`config.mk`:
```
export PLATFORM = sky130hd
export DESIGN_NAME = rst_stretch
export DESIGN_NICKNAME = d
export VERILOG_FILES = /design/src/rst_stretch.sv
export SDC_FILE = /design/constraint.sdc
export NUM_CORES = 1
export LEC_CHECK = 0
export ABC_AREA = 1
export BUFFER_PORTS_ARGS = -buffer_cell sky130_fd_sc_hd__buf_2
export CAP_MARGIN = 20
export CORE_AREA = 2 2 39 41
export CTS_CLUSTER_DIAMETER = 40
export CTS_CLUSTER_SIZE = 40
export DETAILED_ROUTE_END_ITERATION = 7
export DIE_AREA = 0 0 41 43
export HOLD_SLACK_MARGIN = 0.12
export PLACE_DENSITY = 0.4
export SETUP_SLACK_MARGIN = 0.02
export SKIP_LAST_GASP = 1
export SYNTH_ARGS = -nofsm -noshare
export SYNTH_HDL_FRONTEND = slang
export SYNTH_SLANG_ARGS = --single-unit
```
`constraint.sdc`:
```
create_clock -name clk -period 1.7 [get_ports clk]
set_clock_uncertainty 0.15 [all_clocks]
set_input_delay 0.34 -clock clk [delete_from_list [all_inputs] [get_ports clk]]
set_output_delay 0.34 -clock clk [all_outputs]
set_load 0.05 [all_outputs]
```
`src/rst_stretch.sv`:
```
`timescale 1ns/100ps

module rst_stretch
#(
    parameter int RST_CYCLES = 8
)
(
    input  logic clk,
    input  logic rst,
    output logic sys_rst_o,
    output logic ready_o
);
    // Wide enough to hold RST_CYCLES itself
    localparam int CNT_W = (RST_CYCLES > 0) ? $clog2(RST_CYCLES + 1) : 1;

    logic [CNT_W-1:0] cnt_q;    // Cycles left before release

    always_ff @(posedge clk)
    begin
        if (rst)
        begin
            cnt_q     <= CNT_W'(RST_CYCLES);    // Reload on every reset cycle
            sys_rst_o <= 1'b1;
            ready_o   <= 1'b0;
        end
        else
        begin
            if (cnt_q != '0)
                cnt_q <= cnt_q - 1'b1;          // Stick at zero
            sys_rst_o <= (cnt_q != '0);         // Registered, one edge after zero
            ready_o   <= (cnt_q == '0);
        end
    end

endmodule

```
## Yosys cells after proc, flatten, opt, wreduce, memory -nomap -nowiden

Cells that the tools add are included.

| storage, ports and cells | value |
|---|---|
| output and inout bits | 2 |
| input bits | 2 |
| word-level logic and storage cells | 6 |
| bits in registers | 6 |

| cells by class | value |
|---|---|
| $add $sub $neg | 1 |
| reduce and logical (&&, ||, !) cells | 2 |

Operators with widths:

| operator | number |
|---|---|
| $logic_not A4 Y1 | 1 |
| $reduce_bool A4 Y1 | 1 |
| $sub A4 B1 Y4 const B | 1 |

## Depth between registers and ports, before layout

| depth | value |
|---|---|
| depth after elaboration | 1 |
| mapped depth | 6 |
| mapped depth without buffers | 6 |

## Least setup slack after synthesis

No wires, ideal clock.

| timing path | value |
|---|---|
| path type | register to register |
| from | reg cnt_q[0] |
| to | reg cnt_q[2] |
| cell stages (with the launch flop) | 7 |
| setup time | 0.113 ns |
| data arrival time | 0.820 ns |
| path slack | 0.617 ns |
| buffers on the path | 0 |
| period minus slack after synthesis | 1.083 ns |
| data required time | 1.437 ns |
| cells stage by stage | dfxtp_1 inv_1 ha_1 inv_2 nor2_2 nor2_1 nor2_1 |

| on the way | value |
|---|---|
| cells in the longest elaborated chain, start to end | 1 |
| elaborated cells on any way between the ends | 2 |
| those cells by class | add/sub (1); reduce/logical (1) |

Ends and longest elaborated chain:

| item | line | RTL |
|---|---|---|
| start: declaration | 16 | `logic [CNT_W-1:0] cnt_q;` |
| start signal: assignment | 22 | `cnt_q <= CNT_W'(RST_CYCLES);` |
| start signal: assignment | 29 | `cnt_q <= cnt_q - 1'b1;` |
| $sub A4 B1 Y4 or $reduce_bool A4 Y1 (tied branches) | 29, 28 |  |

Several ways; a longest one is shown, not always the timed one.
A chain may end at the register's enable or synchronous reset.

## Final worst setup path

| timing path | value |
|---|---|
| from | reg ready_o |
| to | out ready_o |

RTL lines:

| item | line | RTL |
|---|---|---|
| start: declaration | 11 | `output logic ready_o` |
| start signal: assignment | 31 | `ready_o <= (cnt_q == '0);` |

No word-level cell between the ends.

==> flow_summary.json <==
{
  "outcome": "finished clean",
  "overflow": 0,
  "worst_pin_slew_ns": 0.2501,
  "drive_gt1_frac": 0.3158,
  "antenna_found_initial": 0,
  "clk_path_buf_depth": 2,
  "setup_violations": 0,
  "synth_cells": 32,
  "dr.first_iter.drc_count": 8,
  "hold_buffers": 0,
  "endpoint": "ready_o",
  "start_kind": "register",
  "clk_latency_ns": 0.24,
  "clock-sinks": 6,
  "synth.avg_cell_area_um2": 7.859,
  "ctsResizeCount": 0,
  "wl_per_cell_um": 7.685,
  "syn2layout_area_growth_pct": 22.89,
  "slew_viol_final": 0,
  "clkSlewWorstSetupHoldPaths_ns": 0.04,
  "r2r_setup_slack_ns": 0.53,
  "slew_headroom": 0.8344,
  "slowest_stage": "dfxtp_1",
  "grt_max_degree": 7,
  "multi_input_area_um2": 105.1,
  "dieArea_mm2": 0.001763,
  "reg2regPathDepth": 5,
  "critical_path_buf_inv_count": 1,
  "async_flop_share": 0,
  "port_buffers": 3,
  "yosysTopAreaCellShare": 0.4776,
  "num_vias": 215,
  "synth-edff-count": 0,
  "synth_top_area_cell": "dfxtp_1",
  "fin_tns_setup_ns": 0,
  "crit_type": "register to primary output",
  "ioPinCount": 4,
  "cp_top_family": "flip-flops",
  "min_period_ns": 1.276,
  "synth_common_cells": "dfxtp_1, nand2_1, inv_1, nor2_1",
  "cp-end-kind": "primary output",
  "r2r-end": "sys_rst_o$_SDFF_PP1_",
  "grt_use_total": 0.06533,
  "cp_cell_sequence": "buf_2",
  "synth.most_common_cell": "dfxtp_1",
  "yosys.cell_types.count": 11,
  "ir_drop_uv": 593.4,
  "numCtsBuffers": 3,
  "nets": 43,
  "fin_total_pwr_mw": 0.5906,
  "synth-main-ff-cell": "dfxtp_1",
  "fin_ws_ns": 0.4235,
  "crit_cells": 1,
  "hold_viol": 0,
  "utilization": 0.2233,
  "gp_congestion": 0.7154,
  "crit_start": "ready_o$_SDFF_PP0_",
  "crit_arrival_ns": 0.79,
  "grt_pass1_vias": 213,
  "drt_pass1_iterations": 2,
  "critPathMaxFanout": 1,
  "fp-row-count": 14,
  "core_mm2": 0.001384,
  "ys_ff_latch": 6,
  "yosysSeqAreaShare": 0.4776,
  "rr_startpoint": "cnt_q[0]$_SDFFE_PP0N_",
  "min_period_over_period": 0.7509,
  "preCtsSetupSlack_ns": 0.5291,
  "max_freq_mhz": 783.4,
  "cts_tree": "done",
  "syn_area_um2": 251.5,
  "hpwl_um": 320.2,
  "hold_slack_ns": 0.1345,
  "slowest_delay_ns": 0.30,
  "p_per_area_mw_per_mm2": 1911,
  "grt_first_pass_wirelength_um": 759,
  "regArea_um2": 120.1,
  "hold_class": "primary input to register",
  "avgViaCountPerCell": 3.981,
  "leakage_nw": 0.1503,
  "rsz0062_at_grt": "no",
  "start_util": 0.1817,
  "ys_warn_count": 0,
  "die_w_um": 41,
  "syn_nets": 35,
  "cp.required_ns": 1.21,
  "die_h_um": 43,
  "postCtsSetupBuffers": 0,
  "antenna_cells": 0,
  "drv_cap": 0,
  "n_fill_cell": 150,
  "synth_area_leaders": "dfxtp_1, nand2_1, nand4_1",
  "drc": 0,
  "routed_wl_um": 415,
  "clockRootBuffer": "clkbuf_4",
  "h-tree-depth": 1,
  "postRouteAntennaNets": 0
}
==> through the flow <==
step,instance area (µm²),instances
final,309.0,54
after global routing,309.0,54
after CTS,309.0,54
after detailed placement,286.5,51
after global placement,286.5,51
after floorplan,251.5,32
==> area by class of cell <==
cell class | instances | area share
inverters | 7 | 0.08502
clock buffers | 3 | 0.07287
multi-input cells | 19 | 0.3401
well taps | 16 | 0.06478
repair buffers | 3 | 0.04858
flip-flops and latches | 6 | 0.3887
==> metal layers <==
layer / GRT usage / part of all wire
met1: 0.08065 / 0.48
met2: 0.08750 / 0.47
met3: 0.06283 / 0.053
met4: 0 / 0
met5: 0 / 0
==> registers in the layout, summed over array words and instances, names as in the netlist <==
| name | cells |
|---|---|
| cnt_q | 4 |
| ready_o | 1 |
| sys_rst_o | 1 |
==> report_power, final <==
part | internal (mW) | switching, mW
Combinational | 0.0792 | 0.154
Sequential | 0.193 | 0.0329
Clock | 0.0799 | 0.0512
Total | 0.352 | 0.238
==> cell families (layout without fill, tap and decap cells) <==
| family | after synthesis | count (layout) | share of synthesized area |
|---|---|---|---|
| buffers and inverters | 7 | 13 | 0.1045 |
| adder cells (fa/ha/maj) | 1 | 1 | 0.04974 |
| flip-flops | 6 | 6 | 0.4776 |
| AND/OR/NAND/NOR | 18 | 18 | 0.3682 |
==> worst min path at each step <==
stage | from | endpoint | slack, ns | cells after the start
2_1_floorplan | rst | ready_o$_SDFF_PP0_ | 0.26 | 1
3_5_place_dp | cnt_q[3]$_SDFFE_PP1N_ | cnt_q[3]$_SDFFE_PP1N_ | 0.33 | 2
6_report | rst | ready_o$_SDFF_PP0_ | 0.13 | 2
3_3_place_gp | cnt_q[3]$_SDFFE_PP1N_ | cnt_q[3]$_SDFFE_PP1N_ | 0.33 | 2
4_1_cts | rst | ready_o$_SDFF_PP0_ | 0.12 | 2
5_1_grt | rst | ready_o$_SDFF_PP0_ | 0.14 | 2
==> cells in the final DEF (no fill, tap or decap) <==
cell type and count:
nand3_2 1, ha_1 1, nand2_1 5, clkbuf_4 3, nand3_1 2, nor2_2 2, inv_2 3, buf_2 3
nor2_1 4, inv_1 4, nand4_1 3, nand3b_1 1, dfxtp_1 6
Power figures use the tool's default switching activity.
