### src/soc_pkg.sv
package soc_pkg;

    // ------------------------------
    // Bus and line geometry
    // ------------------------------
    localparam int XLEN        = 32;            // Byte address width
    localparam int CLSIZE      = 128;           // One line, four words
    localparam int LINE_BYTES  = CLSIZE / 8;    // 16 bytes per line
    localparam int OFFSET_BITS = $clog2(LINE_BYTES);  // Byte offset inside a line

    // Byte address as seen on both request ports
    typedef logic [XLEN-1:0]   addr_t;

    // Full cache line, the unit of every transfer
    typedef logic [CLSIZE-1:0] line_t;

    // ------------------------------
    // Arbiter FSM
    // ------------------------------
    typedef enum logic [1:0]
    {
        ARB_IDLE,   // Waiting for a pending port
        ARB_WAIT,   // Memory busy, waiting for done
        ARB_DONE    // Answer the granted port
    } arb_state_t;

endpackage

### src/mem_arbiter.sv
`timescale 1ns/100ps

module mem_arbiter
(
    input  logic           clk,
    input  logic           rst,

    // Instruction fetch port, reads only
    input  logic           imem_strobe_i,
    input  soc_pkg::addr_t imem_addr_i,
    output logic           imem_done_o,
    output soc_pkg::line_t imem_data_o,

    // Data port
    input  logic           dmem_strobe_i,
    input  soc_pkg::addr_t dmem_addr_i,
    input  logic           dmem_rw_i,       // High for write
    input  soc_pkg::line_t dmem_wdata_i,
    output logic           dmem_done_o,
    output soc_pkg::line_t dmem_rdata_o,

    // Line memory side
    output logic           mem_req_o,
    output logic           mem_we_o,
    output soc_pkg::addr_t mem_addr_o,
    output soc_pkg::line_t mem_wdata_o,
    input  logic           mem_done_i,
    input  soc_pkg::line_t mem_rdata_i
);
    import soc_pkg::*;

    arb_state_t state_q;

    logic  imem_pend_q;     // Fetch request waiting
    logic  dmem_pend_q;     // Data request waiting
    logic  imem_skip_q;     // Fetch was passed over once, goes next
    logic  gnt_dmem_q;      // Port owning the memory
    logic  sel_dmem;        // Grant choice in ARB_IDLE

    addr_t imem_addr_q;
    addr_t dmem_addr_q;
    logic  dmem_rw_q;
    line_t dmem_wdata_q;
    line_t imem_data_q;
    line_t dmem_rdata_q;

    // ------------------------------
    // Request capture
    // ------------------------------
    // Set wins over clear, so a strobe in the done cycle is not lost
    always_ff @(posedge clk)
    begin
        if (rst)
            imem_pend_q <= 1'b0;                // Strobes during reset dropped
        else if (imem_strobe_i)
            imem_pend_q <= 1'b1;
        else if (state_q == ARB_DONE && !gnt_dmem_q)
            imem_pend_q <= 1'b0;
    end

    always_ff @(posedge clk)
    begin
        if (rst)
            dmem_pend_q <= 1'b0;
        else if (dmem_strobe_i)
            dmem_pend_q <= 1'b1;
        else if (state_q == ARB_DONE && gnt_dmem_q)
            dmem_pend_q <= 1'b0;
    end

    // Payload follows the strobe, held until served
    always_ff @(posedge clk)
    begin
        if (imem_strobe_i)
            imem_addr_q <= imem_addr_i;
        if (dmem_strobe_i)
        begin
            dmem_addr_q  <= dmem_addr_i;
            dmem_rw_q    <= dmem_rw_i;
            dmem_wdata_q <= dmem_wdata_i;
        end
    end

    // ------------------------------
    // Grant FSM
    // ------------------------------
    // Data first, unless fetch already lost one round
    assign sel_dmem = dmem_pend_q & ~imem_skip_q;

    always_ff @(posedge clk)
    begin
        if (rst)
        begin
            state_q     <= ARB_IDLE;
            gnt_dmem_q  <= 1'b0;
            imem_skip_q <= 1'b0;
        end
        else
        begin
            case (state_q)
                ARB_IDLE:
                    if (mem_req_o)
                    begin
                        state_q     <= ARB_WAIT;
                        gnt_dmem_q  <= sel_dmem;
                        imem_skip_q <= sel_dmem & imem_pend_q;  // Cleared on fetch grant
                    end
                ARB_WAIT:
                    if (mem_done_i)
                        state_q <= ARB_DONE;
                ARB_DONE:
                    state_q <= ARB_IDLE;                // Single cycle answer
                default:
                    state_q <= ARB_IDLE;
            endcase
        end
    end

    // Line captured as memory finishes, shown from ARB_DONE on
    always_ff @(posedge clk)
    begin
        if (state_q == ARB_WAIT && mem_done_i)
        begin
            if (gnt_dmem_q)
                dmem_rdata_q <= mem_rdata_i;
            else
                imem_data_q  <= mem_rdata_i;
        end
    end

    // ------------------------------
    // Outputs
    // ------------------------------
    assign mem_req_o   = (state_q == ARB_IDLE) & (imem_pend_q | dmem_pend_q);   // One cycle
    assign mem_we_o    = sel_dmem & dmem_rw_q;  // Fetch never writes
    assign mem_addr_o  = sel_dmem ? dmem_addr_q : imem_addr_q;
    assign mem_wdata_o = dmem_wdata_q;

    assign imem_done_o  = (state_q == ARB_DONE) & ~gnt_dmem_q;
    assign dmem_done_o  = (state_q == ARB_DONE) & gnt_dmem_q;
    assign imem_data_o  = imem_data_q;
    assign dmem_rdata_o = dmem_rdata_q;

endmodule

### config.mk
export PLATFORM = sky130hd
export DESIGN_NAME = mem_arbiter
export DESIGN_NICKNAME = d
export VERILOG_FILES = /design/src/soc_pkg.sv /design/src/mem_arbiter.sv
export SDC_FILE = /design/constraint.sdc
export NUM_CORES = 1
export LEC_CHECK = 0
export BUFFER_PORTS_ARGS = -buffer_cell sky130_fd_sc_hd__buf_4
export CORE_AREA = 2 2 289 291
export DETAILED_ROUTE_END_ITERATION = 8
export DIE_AREA = 0 0 291 293
export PLACE_DENSITY = 0.49
export SYNTH_ARGS = -nofsm -noshare
export SYNTH_HDL_FRONTEND = slang
export SYNTH_SLANG_ARGS = --single-unit
export TNS_END_PERCENT = 20
### constraint.sdc
create_clock -name clk -period 7.33 [get_ports clk]
set_clock_uncertainty 0.05 [all_clocks]
set_input_delay 0.733 -clock clk [delete_from_list [all_inputs] [get_ports clk]]
set_output_delay 0.733 -clock clk [all_outputs]
set_load 0.01 [all_outputs]
---- Word level (Yosys, flattened, before mapping) ----
Cells that the tools add are included.
storage, ports and cells
  flip-flop bits (word level) ............. 455
  input port bits ......................... 326
  output and inout bits ................... 420
  logic and storage cells ................. 43
cells by class
  eq/ne operators ......................... 4
  multiplexer cells ....................... 8
  bitwise gates (word level) .............. 9
  reduce and logical (&&, ||, !) cells .... 11
operator list
  kind                count
  $mux 32             1
  $reduce_and 2->1    4
  $and 1x1->1         6
  $mux 1              4
  $mux 2              2
  $ne 2x2->1 const B  2
  $pmux 2 s2          1
  $reduce_bool 2->1   2
  $logic_and 1x1->1   3
  $eq 2x1->1 const B  1
  $eq 2x2->1 const B  1
  $logic_not 2->1     1
  $not 1->1           2
  $logic_not 1->1     1
  $or 1x1->1          1

---- Logic depth before layout (Yosys ltp) ----
  depth after elaboration ................. 4
  mapped depth ............................ 4
  mapped depth without buffers ............ 3

---- Worst setup path before layout ----
No wires, ideal clock.
  path type ............................... input to register
  start point ............................. in mem_done_i
  end point ............................... reg dmem_rdata_q[0] (netlist: dmem_rdata_o[0]) (enable)
  library setup time ...................... 617 ps
  arrival time ............................ 6,175 ps
  data required time ...................... 6,663 ps
  path slack .............................. 488 ps
  stages .................................. 2
  path buffers ............................ 0
  cell sequence ........................... nand3b_1 nor2_1
between the ends
  word-level cells in the longest chain between the ends .. 2
ends and longest elaborated chain
  element                     RTL line            RTL
  start, declared             mem_arbiter.sv:27   input logic mem_done_i,
  $logic_and 1x1->1           mem_arbiter.sv:122  if (state_q == ARB_WAIT && mem_done_i)
  $reduce_and 2->1 (no line)  --
  end signal, assigned        mem_arbiter.sv:125  dmem_rdata_q <= mem_rdata_i;
  end, declared               mem_arbiter.sv:45   line_t dmem_rdata_q;
No other way between the ends.
A chain may end at the register's enable or synchronous reset.

---- Final worst setup path ----
  start point ............................. reg imem_skip_q
  end point ............................... out mem_addr_o[30]
between the ends
  word-level cells in the longest chain between the ends .. 3
ends and longest elaborated chain
  element                 RTL line            RTL
  start, declared         mem_arbiter.sv:36   logic imem_skip_q;
  start signal, assigned  mem_arbiter.sv:106  imem_skip_q <= sel_dmem & imem_pend_q;
  $not 1->1               mem_arbiter.sv:88   assign sel_dmem = dmem_pend_q & ~imem_skip_q;
  $and 1x1->1             mem_arbiter.sv:88
  $mux 32                 mem_arbiter.sv:136  assign mem_addr_o = sel_dmem ? dmem_addr_q : imem_addr_q;
  end, declared           mem_arbiter.sv:25   output soc_pkg::addr_t mem_addr_o,
No other way between the ends.

==> impl_metrics.tcl <==
set metrics [dict create \
    grt_pass1_wl_um 69460 \
    comb_power_share_pct 8.2 \
    peakVddDrop_mv 0.1787 \
    yosysSeqAreaShare_pct 95.39 \
    antenna_found_initial 16 \
    htreeDepth 2 \
    postCtsSetupBuffers 0 \
    cts_tree "built" \
    drt_iter0_drc 371 \
    wl_per_cell_um 21.10 \
    max_freq_mhz 352.4 \
    synthCells 516 \
    power_mw 6.367 \
    clockBufferDepth 3 \
    dr.pass1.iters 4 \
    clkPwrFrac_pct 43.7 \
    viasPerCell 3.473 \
    overflow 0 \
    dieArea_um2 85260 \
    tightest_slew_ps 962.5 \
    dp_hpwl_um 39580 \
    wl_um 51440 \
    setup_viol 0 \
    syn_to_final_growth_pct 61.93 \
    drtAntennaViolNets 0 \
    synth_area_um2 14260 \
    nets 1644 \
    r2r_cells 4 \
    startpoint_type "flip-flop" \
    fill_cells 8256 \
    seqPwrFrac_pct 48.1 \
    crit_fanout 33 \
    yosysTopAreaCellShare_pct 94.54 \
    r2r_slack_ps 4770 \
    top_layer "met5" \
    grt_max_degree 66 \
    synth_top_area_cell "edfxtp_1" \
    timing.rr.end "imem_data_o[45]" \
    layout_min_cycle_time_ps 2838 \
    internal_power_mw 5.029 \
    status "completed" \
    cp.required_ps 6550 \
    crit_path_end_kind "primary output" \
    core_um2 81850 \
    cellPowerDensity_nw_per_um2 275.7 \
    cts_buffers 51 \
    grt_usage_pct 11.48 \
    max-slew-margin-rel_pct 35.83 \
    layout_commonest_cell "buf_4" \
    drive_gt1_share_pct 63.70 \
    drc 0 \
    ys_ff_latch 455 \
    num_vias 8467 \
    fin_tns_setup_ps 0 \
    synthTopCellsByArea "edfxtp_1 (95%), mux2_4 (3.1%), dfxtp_1 (0.84%), buf_6 (0.24%), mux2_2 (0.24%)" \
    finalHoldViolCount 0 \
    mostFrequentLayoutCells "buf_4 (751), edfxtp_1 (449), clkbuf_16 (53), mux2_4 (29), bufinv_16 (11)" \
    fin_hold_ws_ps 270.2 \
    wl_met3_um 6478 \
    post-route-period-util_pct 38.72 \
    fin_ws_ps 4492 \
    hp-start "dmem_wdata_i[44]" \
    start_util_pct 17.42 \
    worstHoldPathCells 1 \
    clock-root-buffer "clkbuf_16" \
    synth.avg_cell_area_um2 27.64 \
    clk_latency_ps 580 \
    rsz0062_at_grt "no" \
    grt_pass1_vias 9176 \
    row_count 105 \
    cts.sinks 455 \
    yosys.cell_types.count 20 \
    maxCapViolations 0 \
    final_util_pct 28.22 \
    reg2reg_from "state_q[0]" \
    sw_frac_of_total_pct 21.02 \
    chipWidth_um 291 \
    final-max-slew-violation-count 0 \
    min_path_type "in2reg" \
    io_buffers 745 \
    path_clk_slew_ps 60 \
    post-place-ws_ps 4360 \
    switchingPower_mw 1.338 \
    ctsHoldBuffers 0 \
    worstPathArrival_ps 2050 \
    top_level_ports 746 \
    whs_endpoint "mem_wdata_o[44]" \
    critPathKind "reg2out" \
    met1_length_um 17100 \
    routabilityCongestion 0.7970 \
    dieHeight_um 293 \
    synth_nets 842 \
    yosys_warnings 0 \
    dr_wl_met2_um 26540 \
    leakagePower_nw 9.109 \
    post_cts_resized 0 \
]
[routing by layer]
layer / global-route usage [%] / up-vias
li1: - / 3726
met5: 0 / -
met4: 3.096 / 20
met1: 11.42 / 4126
met2: 20.65 / 505
met3: 6.210 / 90
[power by group through the flow]
stage / clock network [mW] / registers, mW / logic (mW)
2_1_floorplan: 0 / 3.16 / 0.0809
3_3_place_gp: 0 / 3.12 / 0.533
3_5_place_dp: 0 / 3.12 / 0.538
4_1_cts: 2.88 / 3.06 / 0.540
5_1_grt: 2.97 / 3.07 / 0.556
6_report: 2.78 / 3.06 / 0.522
[worst max-delay path, cell delays in order (launching register included)]
cell and delay (ps):
dfxtp_1 300, inv_1 90, nand2_4 500, mux2_2 410, buf_4 140
[Yosys cell counts]
master    instances
o21ba_2           1
a21oi_1           2
nand3b_1          2
inv_1             4
mux2_2            3
edfxtp_1        449
and3_1            1
nand2_4           1
o31ai_1           1
nor3_2            1
o32ai_1           1
nor3b_1           2
buf_6             3
dfxtp_1           6
mux2_4           29
nor2_1            6
nand2b_1          1
nand3_1           1
o22ai_1           1
or3_1             1
[flip-flops by register name (all words and copies together) (netlist names)]
register      count
dmem_addr_q      32
dmem_pend_q       1
dmem_rdata_o    128
dmem_rw_q         1
gnt_dmem_q        1
imem_addr_q      32
imem_data_o     128
imem_pend_q       1
imem_skip_q       1
mem_wdata_o     128
state_q           2
[cell type report]
class | instances | area (um2) | area share (%)
antenna | 7 | 17.52 | 0.07585
timing repair buffer | 752 | 5649 | 24.46
clock inverter | 31 | 454.2 | 1.967
tap | 1070 | 1339 | 5.797
inverter | 4 | 15.01 | 0.06502
multi-input combinational | 54 | 624.3 | 2.704
clock buffer | 65 | 1391 | 6.025
sequential | 455 | 13600 | 58.90
[stage by stage]
stage,cells,area [um2]
2_1_floorplan,516,14260
3_3_place_gp,2335,21230
3_5_place_dp,2335,21230
4_1_cts,2431,23080
5_1_grt,2431,23080
6_report,2438,23090
[cells by family (layout without fill, tap and decap cells)]
family	after synthesis	count (layout)	synth area share [%]
flip-flops	455	455	95.39
multiplexers	32	32	3.290
AND/OR/NAND/NOR	16	16	0.6843
buffers and inverters	7	852	0.3421
AO/OA/AOI/OAI	6	6	0.2984
other	0	7	0
[worst max-delay path by stage]
stage,from,endpoint,cells after the start
2_1_floorplan,mem_done_i,dmem_rdata_o[0],2
3_3_place_gp,mem_done_i,imem_data_o[6],5
3_5_place_dp,mem_done_i,imem_data_o[6],5
4_1_cts,imem_skip_q,mem_addr_o[30],4
5_1_grt,imem_skip_q,mem_addr_o[30],4
6_report,imem_skip_q,mem_addr_o[30],4
No activity file was read; power rests on OpenSTA's default activity.
